## src/rtl/sprite_pkg.sv

```systemverilog
`default_nettype none

package sprite_pkg;

	// --------------------------------------------------
	// sprite descriptor

	// colour mode, off means the entry is skipped
	typedef enum logic [1:0] {
		MODE_OFF = 2'd0,	// inactive
		MODE_4C  = 2'd1,	// 8 px x 2 bit
		MODE_16C = 2'd2,	// 4 px x 4 bit
		MODE_TC  = 2'd3	// 2 px true colour
	} color_mode_e;

	typedef struct packed {
		color_mode_e mode;
		logic [5:0]  pal;	// palette bank
		logic [8:0]  ypos;	// first line
		logic [7:0]  height;	// lines, 0 = none
		logic [8:0]  xpos;	// first pixel
		logic [7:0]  xwords;	// width in words, 0 = none
		logic [20:0] base;	// word address of row 0
		logic        pad;	// fills up to 64 bits
	} sprite_desc_t;

	// --------------------------------------------------
	// pixel data

	typedef struct packed {
		logic       spare;
		logic       opaque;
		logic [5:0] color;
	} tc_pixel_t;

	// one fetched word, index 0 is always the leftmost pixel
	typedef union packed {
		logic [0:7][1:0] c4;
		logic [0:3][3:0] c16;
		tc_pixel_t [0:1] tc;
	} pixel_word_u;

	// palette entry
	typedef struct packed {
		logic       transparent;
		logic [5:0] color;
	} pal_entry_t;

	// line buffer entry, valid = something was drawn here
	typedef struct packed {
		logic       valid;
		logic [5:0] color;
	} lb_pixel_t;

	typedef struct packed {
		logic       we;
		logic [8:0] x;
		lb_pixel_t  pix;
	} lb_write_t;

	// --------------------------------------------------
	// wishbone classic, read only master

	typedef struct packed {
		logic        cyc;
		logic        stb;
		logic [20:0] adr;	// word address
	} wb_req_t;

	typedef struct packed {
		logic        ack;
		logic [15:0] dat;
	} wb_rsp_t;

endpackage

`default_nettype wire

```

## src/rtl/sprite_attr_ram.sv

```systemverilog
`timescale 1ns/1ps
`default_nettype none

// descriptor table, one entry per sprite
module sprite_attr_ram import sprite_pkg::*; #(
	parameter int NUM_SPRITES = 16
) (
	input  logic                           clk,

	// host side
	input  logic                           desc_we,
	input  logic [$clog2(NUM_SPRITES)-1:0] desc_addr,
	input  sprite_desc_t                   desc_data,

	// sequencer side
	input  logic [$clog2(NUM_SPRITES)-1:0] attr_rd_idx,
	output sprite_desc_t                   attr_desc
);

	sprite_desc_t mem [NUM_SPRITES];	// contents survive line_start

	// --------------------------------------------------
	// write port

	always_ff @(posedge clk)
	begin
		if (desc_we)
		begin
			mem[desc_addr] <= desc_data;	// single strobe from host
		end
	end

	// --------------------------------------------------
	// read port, one cycle latency

	// same-entry collision gives the old value
	always_ff @(posedge clk)
	begin
		attr_desc <= mem[attr_rd_idx];
	end

endmodule

`default_nettype wire

```

## config.mk

```make
export PLATFORM = sky130hd
export DESIGN_NAME = sprite_attr_ram
export DESIGN_NICKNAME = d
export VERILOG_FILES = /design/src/rtl/sprite_pkg.sv /design/src/rtl/sprite_attr_ram.sv
export SDC_FILE = /design/constraint.sdc
export NUM_CORES = 1
export LEC_CHECK = 0
export BUFFER_PORTS_ARGS = -buffer_cell sky130_fd_sc_hd__buf_4
export CORE_ASPECT_RATIO = 0.8
export CORE_MARGIN = 4
export CORE_UTILIZATION = 35
export CTS_BUF_LIST = sky130_fd_sc_hd__clkbuf_4
export DETAILED_ROUTE_END_ITERATION = 16
export GPL_ROUTABILITY_DRIVEN = 1
export PLACE_DENSITY = 0.58
export SYNTH_ARGS = -nofsm -noshare
export SYNTH_HDL_FRONTEND = slang
export SYNTH_SLANG_ARGS = --single-unit
```

## constraint.sdc

```tcl
create_clock -name clk -period 10.7 [get_ports clk]
set_input_delay 0.535 -clock clk [delete_from_list [all_inputs] [get_ports clk]]
set_output_delay 0.535 -clock clk [all_outputs]
set_load 0.01 [all_outputs]
```

# == Yosys cells after proc, flatten, opt, wreduce, memory -nomap -nowiden ==
# Memories as Yosys holds them, arrays and structs flattened. A register that Yosys moved wholly into a read port is not among the register bits.
# Index checks and enable logic that the tools add are counted.
# word_totals
register_bits,0
latch_bits,0
ram_bits,1024
rom_bits,0
inputBits,74
mem_count,1
# memory_table
name,depth,width,read_ports,rd_ports_with_merged_regs,write_ports,line,source
mem,16,64,1,1,1,sprite_attr_ram.sv:20,sprite_desc_t mem [NUM_SPRITES];
# classes
addsub,0
multipliers,0
div,0
magnitude_cmp,0
eq_ne,0
shift,0
n_mux,2
bitwise_logic,0
n_reduce_logical,0
# ops
op,n
2-to-1 mux 1 bit,2

# == Longest topological paths before layout ==
# Gate-level depths: netlist of run 1.
# logic_depth
ltp_word,2
depth_mapped,6
mapped_depth_nobuf,3

# == Least setup slack after synthesis of run 1 ==
# OpenSTA, ideal clock, no wires.
# synth_timing
path_kind,in2reg
start,input port desc_addr[2]
end,"memory mem[0][0] (netlist bit), enable pin"
t_arrival_ns,5.398
setup_slack_ns,4.736
path_stages,2
path_buffers,0
cell_sequence,or3b_2 -> nor3_1
# synth_lines
item,line,source
from (decl),sprite_attr_ram.sv:12,"input logic [$clog2(NUM_SPRITES)-1:0] desc_addr,"
to (decl),sprite_attr_ram.sv:20,
# No word-level cell before the write port.

# == Final worst setup path of run 1 ==
# layout_timing
start,input port desc_addr[2]
end,"memory mem[3][6] (netlist bit), enable pin"
# No word-level cell before the write port.

==> results.ini, run 1 <==
[die]
io_pins=138
die-width_um=384
die_height_um=309
rows=110
start_util_pct=35.2
die-area_um2=119000
core_area_um2=112000

[critical_path]
r2r-end=attr_desc[9]$_DFF_P_
critPathTopFamily=buffers and inverters
worstPathArrival_ns=3.95
endpoint=mem[3][6]$_DFFE_PP_
r2r-start=mem[3][9]$_DFFE_PP_
cp-startpoint=desc_addr[2]
end_kind=flip-flop
cp_data_required_time_ns=11.42
worstRegToRegCells=3
cp_slowest_stage_delay_ns=0.85
path_buf_inv=4
critPathKind=in -> reg
worstPathCellList=dlygate4sd3_1 > buf_4 > or3b_2 > dlygate4sd3_1 > nor2_4 > buf_4
cp-start-kind=input port
rrSetupSlack_ns=9.15
critPathMaxFanout=47
critPathSlowestCell=buf_4
path_depth=6

[min_path]
hold_path.class=in -> reg
min_from=desc_we

[logic_synthesis]
syn_area_per_cell_um2=24.0
synth_top_area_share_pct=77.7
yosys.cell_types.count=18
syn-num-nets=1721
ys_warn_count=0
synth.yosys.seq_area_share_pct=80.9
netlist_instances=1647
synth_top_cell_by_area=edfxtp_1
synth_seq_cells=1088
netlist_area_um2=39600
synthTopCellsByArea=edfxtp_1, mux4_2, dfxtp_1

[routing]
ant_nets=0
dr.pass1.iters=5
vias=19162
drt-vias-per-instance=5.03
wl_per_cell_um=24.1
drc=0
routed_wl_um=91700
drt-initial-drc-count=1637

[clocking]
cts.sinks=1088
cts_hold_buf=70
clk_pin_slew_ns=0.06
numCtsBuffers=291
cts_resized=0
cts_root_buffer=clkbuf_4
tritoncts=built
cts_buffer_depth=4
h-tree-depth=5
cts_setup_buffers=0
clkLatencyLatePin_ns=1.15

[placement]
portBuffers=137
placedCellCount=3242
dp_hpwl_um=44600
routabilityCongestion=0.706

[pwr]
ir_worst_vdd_mv=0.0891
power_density_nw_per_um2=188
leakagePower_nw=15.2

[timing]
post-route-min-period_ns=3.23
rsz0062_at_grt=no
tightest_slew_ns=1.29
fin_crit_sh_pct=30.2
totalNegativeSetupSlack_ns=0
skew_ns=0.0662
slew_violations=0
slew_headroom_pct=14.2
setup_viol=0
fmax_mhz=310
hold_viol=0

[finish]
layout-drive-gt1-share_pct=38.6
syn_to_final_growth_pct=18.0
finalNonFillerCells=3813
nets=2167
n_fill_cell=9883

[global_route]
grt_pass1_vias=20644
grt_first_pass_wirelength_um=135000
grt_max_degree=112
grt_overflow_total=0
grt_usage_pct=15.6
antenna_found_initial=10

[status]
outcome=complete, no violations

[job]
max_cap_viol_count=0

## worst min path at each step
| stage | to | slack [ns] | depth (start not counted) |
|---|---|---|---|
| after floorplan | mem[0][0]$_DFFE_PP_ | 0.63 | 0 |
| after global placement | attr_desc[18]$_DFF_P_ | 0.65 | 3 |
| after detailed placement | attr_desc[18]$_DFF_P_ | 0.66 | 3 |
| after CTS | mem[1][30]$_DFFE_PP_ | 0.02 | 3 |
| after global routing | mem[1][30]$_DFFE_PP_ | 0.04 | 3 |
| final | mem[1][30]$_DFFE_PP_ | 0.16 | 3 |
## synthesized netlist by cell type
master	number
edfxtp_1	1024
nand2_1	65
mux4_2	256
and2_1	1
nor2b_1	2
nor2_1	13
nand3b_1	2
nor3_1	4
nand3_1	1
a22oi_1	128
buf_6	13
buf_2	13
or3b_2	1
buf_1	16
nand2b_1	2
dfxtp_1	64
buf_4	6
clkbuf_1	36
## final cells by class
cell class,instances,area (um^2),share of cell area (%)
multi-input cells,475,7230,15.5
flip-flops and latches,1088,32000,68.6
repair buffers,237,1980,4.24
clock buffers,429,3220,6.90
clock inverters,59,304,0.651
well taps,1512,1890,4.05
diodes,13,32.5,0.0697
## power breakdown
part	switching (mW)	internal, mW	leakage (nW)
logic	0.255	0.202	3.33
clock network	1.60	1.90	2.12
registers	0.0379	4.76	9.79
total	1.90	6.86	15.2
## cell usage in the layout (no fill, tap or decap)
master and n:
edfxtp_1 1024, clkbuf_4 429, mux4_2 256, buf_4 164
a22oi_1 128, dlygate4sd3_1 70, nand2_1 65, dfxtp_1 64
clkinv_1 49, diode_2 13, nor2_4 13, nor3_2 4
inv_2 4, bufinv_16 3, clkinv_2 3, nor2b_4 2
nand3b_1 2, nand2b_1 2, buf_8 2, and2_4 1
nand3_1 1, or3b_2 1, buf_12 1
## registers in the layout, indices dropped and copies added (netlist names)
name,flops
attr_desc,64
mem,1024
## tightest hold or removal path: cells and delay by family
kind	cells	cell delay (ns)
buffers and inverters	1	0.12
and+or+nand+nor	2	0.43
## stage by stage
step | instance area, um^2 | hold WS (ns) | power [mW] | setup WS (ns) | util, %
final | 46700 | 0.155 | 8.76 | 7.47 | 41.5
after global routing | 46700 | 0.0399 | 9.17 | 7.47 | 41.5
after CTS | 46700 | 0.0151 | 8.89 | 7.53 | 41.5
after detailed placement | 42400 | 0.661 | 5.34 | 6.90 | 37.7
after global placement | 42400 | 0.649 | 5.33 | 6.94 | 37.7
after floorplan | 39600 | 0.634 | 5.12 | 4.74 | -
## cells by family (layout without fill, tap and decap cells)
kind of cell	Yosys count	after routing	synth area share (%)
other cells	0	13	0
compound gates	128	128	2.43
buf+inv	84	725	1.14
mux	256	256	14.6
flops	1088	1088	80.9
simple gates	91	91	0.942
## metal layers
metal | part of all wire (%) | track usage (%) | vias up
met5 | 0.032 | 0 | -
met4 | 1.9 | 5.48 | 4
met3 | 6.3 | 3.75 | 147
met2 | 48 | 24.4 | 636
met1 | 44 | 21.5 | 10205
li1 | - | - | 8170
Note: power is estimated with default switching activity, not from simulation.
==> run 2, diff against run 1 <==
==> constraint.sdc (replaced) <==
create_clock -name clk -period 3.2 [get_ports clk]
set_input_delay 0.16 -clock clk [delete_from_list [all_inputs] [get_ports clk]]
set_output_delay 0.16 -clock clk [all_outputs]
set_load 0.01 [all_outputs]
==> results.ini, run 2 (synthesis results as in run 1) <==
[finish]
final_cell_mix=edfxtp_1, clkbuf_4, mux4_2, buf_4, dlygate4sd3_1
utilization_pct=42.7
layout-drive-gt1-share_pct=38.7
nets=2280
largestRegisters=mem (1024), attr_desc (64)
n_fill_cell=9737
max_flop_register=mem
syn_to_final_growth_pct=21.4
finalNonFillerCells=3917
largest_reg_flops=1024
final_common_cell=edfxtp_1

[timing]
totalNegativeSetupSlack_ns=0
rsz0062_at_grt=no
fmax_mhz=347
post-route-min-period_ns=2.89
setup_viol=0
slew_violations=0
hold_viol=0
fin_crit_sh_pct=90.2
whs_ns=0.180
skew_ns=0.0599
tightest_slew_ns=0.951
slew_headroom_pct=36.6

[global_route]
grt_usage_pct=16.1
antenna_found_initial=7
grt_max_degree=65
grt_pass1_vias=21317
grt_first_pass_wirelength_um=139000
grt_overflow_total=0

[routing]
vias=19696
ant_nets=0
drt-vias-per-instance=5.03
wl_per_cell_um=23.9
dr.pass1.iters=5
routed_wl_um=93800
drt-initial-drc-count=1586
drc=0

[pwr]
power_density_nw_per_um2=610
leakagePower_nw=15.8
p_total_mw=29.3
ir_worst_vdd_mv=0.329

[clocking]
cts.sinks=1088
tritoncts=built
clkLatencyLatePin_ns=1.14
cts_root_buffer=clkbuf_4
cts_buffer_depth=4
clk_pin_slew_ns=0.07
cts_resized=0
h-tree-depth=5
numCtsBuffers=286

[die]
die_height_um=309
io_pins=138
rows=110
core_area_um2=112000
start_util_pct=35.2
die-width_um=384
die-area_um2=119000

[placement]
portBuffers=137
dp_hpwl_um=49900
routabilityCongestion=0.698
placedCellCount=3281

[job]
max_cap_viol_count=0

[critical_path]
critPathTopFamily=buffers and inverters
critPathMaxFanout=54
cp-start-kind=input port
critPathKind=in -> reg
cp_data_required_time_ns=4.23
cp_slowest_stage_delay_ns=0.57
worstPathArrival_ns=3.91
worstPathCellList=dlygate4sd3_1 > buf_8 > buf_4 > mux4_2 > dlygate4sd3_1 > a22oi_1 > dlygate4sd3_1 > nand2_1 > dlygate4sd3_1
path_buf_inv=6
critPathSlowestCell=dlygate4sd3_1
end_kind=flip-flop
cpMostUsedCell=dlygate4sd3_1

[min_path]
hold_path.class=in -> reg

[status]
outcome=complete, no violations

## run 2: changes by cell type in the layout (fill, tap and decap cells not counted), sizes merged
cell / change
clkbuf: -3
dlygate4sd3: +79
bufinv: -1
buf: +39
diode: -4
clkinv: -4
inv: -2
## run 2: area by class of cell
type                    count  area [um^2]  share of cell area, %
well taps                1512         1890                   3.94
diodes                      9         22.5                 0.0469
repair buffers            355         3370                   7.01
flip-flops and latches   1088        32000                   66.7
clock inverters            52          265                  0.552
clock buffers             426         3200                   6.66
multi-input cells         475         7260                   15.1
## run 2: final timing paths
kind                         startpoint                    end  slack (ns)  cells past startpoint
hold / removal           attr_rd_idx[2]   attr_desc[2]$_DFF_P_        0.18                      5
hold reg to reg    mem[7][21]$_DFFE_PP_  attr_desc[21]$_DFF_P_        0.65                      3
setup / recovery         attr_rd_idx[1]  attr_desc[10]$_DFF_P_        0.31                      9
setup reg to reg  mem[15][10]$_DFFE_PP_  attr_desc[10]$_DFF_P_        0.39                      6
## run 2: per-layer routing
layer / GRT usage (%) / part of all wire (%)
met3: 4.24 / 7.0
met4: 5.23 / 1.7
met5: 0 / 0.013
met1: 22.4 / 44
met2: 24.8 / 47
## run 2: power by group
group          total [mW]  switching [mW]  internal, mW
registers            16.1           0.133          15.9
clock network        11.6            5.35          6.22
logic                1.68           0.904         0.779
## run 2: timing repair
action / 4_1_cts / 5_1_grt
endpoints found under the hold margin: 1694 / 0
buffers inserted: 0 / 0
hold buffers: 149 / 0
## run 2: worst register-to-register path, stage by stage, from the launching register on
cell	delay, ns
edfxtp_1	0.36
mux4_2	0.46
dlygate4sd3_1	0.57
a22oi_1	0.14
dlygate4sd3_1	0.57
nand2_1	0.04
dlygate4sd3_1	0.56
## run 2: through the flow
step	instance area [um^2]	worst slack, ns
finish	48000	0.314
global route	48000	0.283
CTS	48000	0.413
detailed placement	43100	0.919
global placement	43100	0.900
floorplan	39600	-0.654
