## src/rtl/sprite_pkg.sv

```systemverilog
`default_nettype none

package sprite_pkg;

	// --------------------------------------------------
	// sprite descriptor

	// colour mode, off means the entry is skipped
	typedef enum logic [1:0] {
		MODE_OFF = 2'd0,	// inactive
		MODE_4C  = 2'd1,	// 8 px x 2 bit
		MODE_16C = 2'd2,	// 4 px x 4 bit
		MODE_TC  = 2'd3	// 2 px true colour
	} color_mode_e;

	typedef struct packed {
		color_mode_e mode;
		logic [5:0]  pal;	// palette bank
		logic [8:0]  ypos;	// first line
		logic [7:0]  height;	// lines, 0 = none
		logic [8:0]  xpos;	// first pixel
		logic [7:0]  xwords;	// width in words, 0 = none
		logic [20:0] base;	// word address of row 0
		logic        pad;	// fills up to 64 bits
	} sprite_desc_t;

	// --------------------------------------------------
	// pixel data

	typedef struct packed {
		logic       spare;
		logic       opaque;
		logic [5:0] color;
	} tc_pixel_t;

	// one fetched word, index 0 is always the leftmost pixel
	typedef union packed {
		logic [0:7][1:0] c4;
		logic [0:3][3:0] c16;
		tc_pixel_t [0:1] tc;
	} pixel_word_u;

	// palette entry
	typedef struct packed {
		logic       transparent;
		logic [5:0] color;
	} pal_entry_t;

	// line buffer entry, valid = something was drawn here
	typedef struct packed {
		logic       valid;
		logic [5:0] color;
	} lb_pixel_t;

	typedef struct packed {
		logic       we;
		logic [8:0] x;
		lb_pixel_t  pix;
	} lb_write_t;

	// --------------------------------------------------
	// wishbone classic, read only master

	typedef struct packed {
		logic        cyc;
		logic        stb;
		logic [20:0] adr;	// word address
	} wb_req_t;

	typedef struct packed {
		logic        ack;
		logic [15:0] dat;
	} wb_rsp_t;

endpackage

`default_nettype wire

```

## src/rtl/sprite_seq.sv

```systemverilog
`timescale 1ns/1ps
`default_nettype none

// walks the descriptor table once per line and fetches visible rows
module sprite_seq import sprite_pkg::*; #(
	parameter int NUM_SPRITES = 16
) (
	input  logic                           clk,
	input  logic                           line_start,	// async reset, per line
	input  logic [8:0]                     vline,

	// descriptor table
	output logic [$clog2(NUM_SPRITES)-1:0] attr_rd_idx,
	input  sprite_desc_t                   attr_desc,

	// pixel memory
	output wb_req_t                        wb_o,
	input  wb_rsp_t                        wb_i,

	// word handover to the unpacker
	output logic                           word_valid,
	output pixel_word_u                    word,
	output color_mode_e                    mode,
	output logic [5:0]                     pal,
	output logic [8:0]                     x_start,
	input  logic                           word_ready,

	output logic                           busy
);

	localparam int IW = $clog2(NUM_SPRITES);

	localparam logic [2:0] S_INIT = 3'd0;	// after line_start
	localparam logic [2:0] S_RD   = 3'd1;	// wait for descriptor read
	localparam logic [2:0] S_DESC = 3'd2;	// visibility test
	localparam logic [2:0] S_REQ  = 3'd3;	// bus cycle open
	localparam logic [2:0] S_HAND = 3'd4;	// word waits for unpacker
	localparam logic [2:0] S_DONE = 3'd5;	// table finished

	logic [2:0]    state;
	logic [IW-1:0] idx;	// current sprite
	logic [20:0]   adr;	// next word address
	logic [7:0]    words_left;
	logic [8:0]    dy;	// line within sprite
	logic [16:0]   row_offs;
	logic          visible;
	logic          last_sprite;
	logic          last_word;
	logic [3:0]    ppw;	// pixels per word

	// --------------------------------------------------
	// descriptor decode

	assign dy = vline - attr_desc.ypos;
	assign row_offs = dy * attr_desc.xwords;	// row start offset in words

	// plain 9 bit compare, a sprite near the bottom does not wrap to the top
	assign visible = (attr_desc.mode != MODE_OFF)
		&& (attr_desc.height != 8'd0)
		&& (attr_desc.xwords != 8'd0)
		&& (vline >= attr_desc.ypos)
		&& (dy < {1'b0, attr_desc.height});

	assign last_sprite = &idx;	// NUM_SPRITES is a power of two
	assign last_word = (words_left == 8'd1);

	always_comb
	begin
		case (mode)
			MODE_4C:  ppw = 4'd8;
			MODE_16C: ppw = 4'd4;
			default:  ppw = 4'd2;	// true colour
		endcase
	end

	// --------------------------------------------------
	// control FSM

	always_ff @(posedge clk or posedge line_start)
	begin
		if (line_start)
		begin
			state <= S_INIT;
			idx <= '0;
		end
		else
		begin
			case (state)
				S_INIT:
					state <= S_DESC;	// entry 0 gets read on this edge
				S_RD:
					state <= S_DESC;
				S_DESC:
				begin
					if (visible)
						state <= S_REQ;
					else if (last_sprite)
						state <= S_DONE;
					else
					begin
						idx <= idx + 1'b1;	// skip this one
						state <= S_RD;
					end
				end
				S_REQ:
				begin
					if (wb_i.ack)
						state <= S_HAND;	// cyc drops for at least one cycle
				end
				S_HAND:
				begin
					if (word_ready)
					begin
						if (!last_word)
							state <= S_REQ;	// fetch overlaps unpacking
						else if (last_sprite)
							state <= S_DONE;
						else
						begin
							idx <= idx + 1'b1;
							state <= S_RD;
						end
					end
				end
				default:
					state <= S_DONE;	// idle till next line_start
			endcase
		end
	end

	// --------------------------------------------------
	// fetch datapath

	always_ff @(posedge clk)
	begin
		if (state == S_DESC)
		begin
			adr <= attr_desc.base + {4'd0, row_offs};
			words_left <= attr_desc.xwords;
			x_start <= attr_desc.xpos;
			mode <= attr_desc.mode;
			pal <= attr_desc.pal;
		end
		if ((state == S_REQ) && wb_i.ack)
		begin
			word <= wb_i.dat;
			adr <= adr + 21'd1;	// adr only moves while stb is low
		end
		if ((state == S_HAND) && word_ready)
		begin
			words_left <= words_left - 8'd1;
			x_start <= x_start + {5'd0, ppw};	// wraps at 512
		end
	end

	assign wb_o.cyc = (state == S_REQ);
	assign wb_o.stb = (state == S_REQ);
	assign wb_o.adr = adr;

	assign word_valid = (state == S_HAND);
	assign attr_rd_idx = idx;
	assign busy = (state != S_INIT) && (state != S_DONE);

endmodule

`default_nettype wire

```

## config.mk

```make
export PLATFORM = sky130hd
export DESIGN_NAME = sprite_seq
export DESIGN_NICKNAME = d
export VERILOG_FILES = /design/src/rtl/sprite_pkg.sv /design/src/rtl/sprite_seq.sv
export SDC_FILE = /design/constraint.sdc
export NUM_CORES = 1
export LEC_CHECK = 0
export BUFFER_PORTS_ARGS = -buffer_cell sky130_fd_sc_hd__buf_4
export CAP_MARGIN = 20
export CORE_UTILIZATION = 40
export CTS_CLUSTER_DIAMETER = 80
export DETAILED_ROUTE_END_ITERATION = 6
export PLACE_DENSITY_LB_ADDON = 0.1
export SYNTH_ARGS = -nofsm -noshare
export SYNTH_HDL_FRONTEND = slang
export SYNTH_SLANG_ARGS = --single-unit
```

## constraint.sdc

```tcl
create_clock -name clk -period 5.2 [get_ports clk]
set_clock_uncertainty 0.1 [all_clocks]
set_input_delay 0.78 -clock clk [delete_from_list [all_inputs] [get_ports clk]]
set_output_delay 0.78 -clock clk [all_outputs]
set_load 0.005 [all_outputs]
```

# After elaboration in Yosys (flattened, before gate mapping)
# Cells that the tools add are included.
totals:
  reg_bits: 69
  latch_bits: 0
  ramBits: 0
  rom_bits: 0
  input_bits: 93
  out_inout_bits: 62
  elab_cells: 66
  mem_count: 0
op_classes:
  add_sub_neg: 6
  mul: 1
  div: 0
  n_lt_le_gt_ge: 2
  eq_ne: 12
  shifts: 0
  muxes: 18
  n_bitwise: 0
  n_reduce_logical: 19
op_table:
  columns: ["operator", "count"]
  rows:
  - ["2-to-1 mux 21 bit", 2]
  - ["adder 21 x 1 -> 21 bit (second input constant)", 1]
  - ["adder 21 x 17 -> 21 bit", 1]
  - ["2-to-1 mux 9 bit", 2]
  - ["multiplier 9 x 8 -> 17 bit", 1]
  - ["2-to-1 mux 4 bit", 4]
  - ["2-to-1 mux 8 bit", 2]
  - ["case mux 4 bit (2 select lines)", 2]
  - ["nonzero test 8 bit", 2]
  - ["2-to-1 mux 3 bit", 5]
  - ["case mux 3 bit (4 select lines)", 1]
  - ["adder 9 x 4 -> 9 bit", 1]
  - [">= comparator 9 bit", 1]
  - ["less-than comparator 9 x 8 -> 1 bit", 1]
  - ["subtractor 9 bit", 1]
  - ["equality test 8 x 1 -> 1 bit (second input constant)", 1]
  - ["AND reduction 4 bit", 2]
  - ["nonzero test 2 bit", 4]
  - ["subtractor 8 x 1 -> 8 bit (second input constant)", 1]
  - ["logical AND 1 bit", 7]
  - ["equality test 3 x 2 -> 1 bit (second input constant)", 2]
  - ["!= test 2 x 1 -> 1 bit (second input constant)", 3]
  - ["adder 4 x 1 -> 4 bit (second input constant)", 1]
  - ["equality test 3 x 1 -> 1 bit (second input constant)", 1]
  - ["9 further kinds", 9]

# Logic depth before layout (Yosys ltp)
depth:
  word_depth: 7
  depth_mapped: 25
  ltp_nobuf: 25

# Least setup slack after synthesis
# No wires, ideal clock.
synth_timing:
  path_type: "input to register"
  startpoint: "input attr_desc[48] (netlist bit)"
  endpoint: "register adr[20], data pin"
  setup_time_ps: 270
  arrival_time_ps: 5870
  setup_slack_ps: -1040
  path_stages: 22
  path_buffers: 0
  path_cell_list: "inv_1 -> ha_1 -> nor2b_1 -> o31a_1 -> nor4_1 -> o21bai_1 -> xor2_1 -> nand2_1 -> fa_1 -> inv_1 -> fa_1 -> fa_1 -> inv_1 -> fa_1 -> inv_1 -> ha_1 -> a21o_1 -> a31o_2 -> o21a_1 -> a21o_1 -> o31ai_1 -> o22ai_1"
synth_via:
  elab_chain_len: 5
synth_rtl:
  columns: ["item", "line", "text"]
  rows:
  - ["start, declared", "sprite_seq.sv:14", "input sprite_desc_t attr_desc,"]
  - ["subtractor 9 bit", "sprite_seq.sv:54", "assign dy = vline - attr_desc.ypos;"]
  - ["multiplier 9 x 8 -> 17 bit", "sprite_seq.sv:55", "assign row_offs = dy * attr_desc.xwords;"]
  - ["adder 21 x 17 -> 21 bit", "sprite_seq.sv:138", "adr <= attr_desc.base + {4'd0, row_offs};"]
  - ["2-to-1 mux 21 bit", "sprite_seq.sv:136", "if (state == S_DESC)"]
  - ["2-to-1 mux 21 bit", "sprite_seq.sv:144", "if ((state == S_REQ) && wb_i.ack)"]
  - ["end signal, assigned", "sprite_seq.sv:138", null]
  - ["end signal, assigned", "sprite_seq.sv:147", "adr <= adr + 21'd1;"]
  - ["end, declared", "sprite_seq.sv:42", "logic [20:0] adr;"]
# Every way passes these cells. The select of a mux whose other input is x is not followed.
# A chain may end at the register's enable or synchronous reset.

# Final worst setup path
layout_timing:
  startpoint: "input vline[1]"
  endpoint: "register adr[20], data pin"
layout_via:
  elab_chain_len: 5
layout_rtl:
  columns: ["item", "line", "text"]
  rows:
  - ["start, declared", "sprite_seq.sv:10", "input logic [8:0] vline,"]
  - ["subtractor 9 bit", "sprite_seq.sv:54", null]
  - ["multiplier 9 x 8 -> 17 bit", "sprite_seq.sv:55", null]
  - ["adder 21 x 17 -> 21 bit", "sprite_seq.sv:138", null]
  - ["2-to-1 mux 21 bit", "sprite_seq.sv:136", null]
  - ["2-to-1 mux 21 bit", "sprite_seq.sv:144", null]
# Every way passes these cells. The select of a mux whose other input is x is not followed.

==> metrics.cfg <==
[status]
run_status=complete, but fails checks
failed_checks=negative setup slack

[global_routing]
maximum_number_of_pins_on_one_net_before_global_route_repair=34
overflow=0
global_route_total_usage_across_every_layer=0.200
grt_pass1_wl_microns=29200
number_of_global_route_vias_before_repair=6226
antenna_found_initial=0

[sta]
slew-limit-headroom=0.331
clock_period_minus_worst_slack_ns=5.87
period_share=1.13
finalMaxSlewViolations=0
worst_slew_pin_slew_ns=1.00
report.final.hold_viol_count=0
max_clock_freq_mhz=170
setup_viol=14
post-route-worst-setup-slack_ns=-0.673
setup_repair_after_global_routing_missed_its_margin=yes

[placed_design]
gpl.final_weighted_congestion=0.855
port_buffers=153
detailed_place_hpwl_microns=14000
dpl.cell_count=1176
dp_worst_setup_slack_ns=-1.15

[yosys]
ys_dominant_reg_cell=sky130_fd_sc_hd__edfxtp_1
yosys_register_bits=69
synth_area_sq_mm=0.00710
synthesis.instances=753
post_synth.cell_area_avg_sq_um=9.43
yosys.cell_types.count=60
syn_nets=972
proportion_of_synthesized_flip_flops_having_asynchronous_set_or_reset=0.101
ys_warn_count=0
ys_seq_area_frac=0.287
synth_edf_count=62

[final_layout]
fraction_of_layout_cells_with_a_size_suffix_above_1=0.358
diodes=0
instances_no_fill=1214
commonest_cells_after_routing_fill_and_taps_aside=sky130_fd_sc_hd__buf_4, sky130_fd_sc_hd__inv_1, sky130_fd_sc_hd__nand2_1, sky130_fd_sc_hd__edfxtp_1, sky130_fd_sc_hd__fa_1
synthToLayoutAreaGrowth_pct=40.8
layout_commonest_cell=sky130_fd_sc_hd__buf_4
fin_util=0.578
nets=1203

[route]
post_drt_wl_per_cell_microns=14.9
drc=0
ant_nets=0
vias=6170
dr.pass1.iters=5
via_per_inst=5.08
drt_first_iter_violations=267
wl_microns=18100

[cts]
max_root_sink_buffers=2
cts.root.buffer_cell=sky130_fd_sc_hd__clkbuf_16
insertion_delay_ns=0.34
cts_tree=done
worst_setup_hold_path_clk_slew_ns=0.06
cts_num_sinks=69
tritoncts_buffers=9
cts-hold-fix-buffers=0
htreeDepth=3

[setup_path]
crit_path_max_fanout=7
cp_data_arrival_time_ns=5.83
critPathKind=input port to register
r2r_start=state[0]$_DFFE_PP0P_
worst-r2r-cell-count=7
cp_data_required_time_ns=5.16
worst_setup_path_end_kind=register
setup.reg_to_reg.worst_slack_ns=1.91
critical_path.startpoint_type=input port
rr_endpoint=adr[10]$_DFFE_PP_

[power_and_ir_drop]
power_density_mw_per_mm2=792
vdd_drop_max_v=0.000705
power.static_leakage_nw=4.66

[run]
max_cap_viol_count=0

[floorplan]
placement_rows=48
coreArea_sq_mm=0.0173
initial_core_util=0.411
die_width_microns=135
fp.dieArea_sq_mm=0.0183
chipHeight_microns=135
top_level_ports=155

[worst_hold_path]
worst_hold_path_type=input port to async pin

-- worst max-delay path, cell delays in order --
cell and delay, ns:
sky130_fd_sc_hd__buf_6 0.11, sky130_fd_sc_hd__ha_4 0.23, sky130_fd_sc_hd__nor2b_4 0.12, sky130_fd_sc_hd__o31a_1 0.33, sky130_fd_sc_hd__nor4_4 0.27, sky130_fd_sc_hd__o21bai_2 0.11, sky130_fd_sc_hd__xor2_2 0.14, sky130_fd_sc_hd__buf_6 0.14
sky130_fd_sc_hd__nand2_4 0.05, sky130_fd_sc_hd__fa_1 0.52, sky130_fd_sc_hd__inv_2 0.04, sky130_fd_sc_hd__fa_1 0.46, sky130_fd_sc_hd__fa_1 0.53, sky130_fd_sc_hd__inv_1 0.05, sky130_fd_sc_hd__fa_1 0.50, sky130_fd_sc_hd__inv_2 0.06
sky130_fd_sc_hd__ha_4 0.21, sky130_fd_sc_hd__a21o_1 0.19, sky130_fd_sc_hd__a31o_4 0.23, sky130_fd_sc_hd__o21a_4 0.21, sky130_fd_sc_hd__a21o_1 0.19, sky130_fd_sc_hd__o31ai_2 0.25, sky130_fd_sc_hd__o22ai_1 0.11
-- cells in the mapped netlist (all sizes together) (3+ instances only) --
library cell,count,area share
a211oi,12,0.015
dfrtp,7,0.025
nand2,73,0.039
a31o,3,0.0037
and4,6,0.0074
o31ai,4,0.0049
nand4,4,0.0035
a21oi,29,0.021
or3,3,0.0026
o21a,8,0.0085
xnor2,23,0.028
o21ai,39,0.028
clkbuf,19,0.010
ha,67,0.12
nor3,8,0.0056
nand2b,4,0.0035
nand3,17,0.012
and2,41,0.036
o2111ai,3,0.0037
a21o,8,0.0085
o211ai,6,0.0063
edfxtp,62,0.26
inv,129,0.068
xor2,22,0.027
and3,14,0.014
nor4,8,0.0070
fa,59,0.17
nor2,31,0.016
nor2b,14,0.012
-- power breakdown --
| group | switching, mW | total [mW] | internal, mW |
|---|---|---|---|
| clock network | 0.261 | 0.639 | 0.378 |
| logic | 2.95 | 6.12 | 3.17 |
| registers | 0.176 | 1.15 | 0.978 |
-- layer usage --
layer	global-route usage	vias up	wire length, microns
met3	0.0273	10	775
met1	0.257	3026	7830
li1	-	2988	-
met4	0.0562	0	178
met5	0	-	0
met2	0.350	146	9350
-- layout make-up --
cell class / instances / area (sq um)
clock inverter: 7 / 80.1
inverter: 130 / 503
timing repair buffer: 241 / 1870
tap: 225 / 282
sequential: 69 / 2040
fill: 1532 / 7290
clock buffer: 9 / 225
multi-input combinational: 533 / 5010
-- worst max-delay path by stage --
stage,from,to,slack (ns),cells after the start
final,vline[1],adr[20]$_DFFE_PP_,-0.67,23
after CTS,vline[0],adr[20]$_DFFE_PP_,-0.67,25
after detailed placement,vline[0],adr[20]$_DFFE_PP_,-1.15,25
after global routing,attr_desc[48],adr[20]$_DFFE_PP_,-0.85,24
after floorplan,vline[0],adr[20]$_DFFE_PP_,-0.71,24
after global placement,vline[0],adr[20]$_DFFE_PP_,-1.06,25
-- cell families (layout without fill, tap and decap cells) --
group,after synthesis,in the layout,synth area share
multiplexers,2,2,0.00352
flip-flops,69,69,0.287
buffers and inverters,151,387,0.0814
XOR/XNOR,45,45,0.0555
adder cells (fa/ha/maj),126,126,0.284
AND/OR/NAND/NOR,231,231,0.167
AO/OA/AOI/OAI,129,129,0.121
-- timing repair --
item / 4_1_cts / 5_1_grt
endpoints found under the setup margin: 15 / 15
setup buffers: 20 / 3
resized for setup: 77 / 19
pin swaps: 48 / 20
-- stage by stage --
stage / power (mW) / hold slack (ns) / TNS (ns) / area, sq um
after floorplan: 4.04 / 0.397 / -7.66 / 7240
after global placement: 5.56 / 0.399 / -13.74 / 9080
after detailed placement: 5.64 / 0.414 / -14.95 / 9080
after CTS: 7.61 / 0.293 / -7.46 / 9890
after global routing: 8.58 / 0.305 / -10.40 / 10000
final: 7.92 / 0.286 / -7.52 / 10000
-- state kept, by name, indices dropped and copies added, names as in the netlist --
register,cells
adr,21
attr_rd_idx,4
mode,2
pal,6
state,3
word,16
words_left,8
x_start,9
Power figures use the tool's default switching activity.
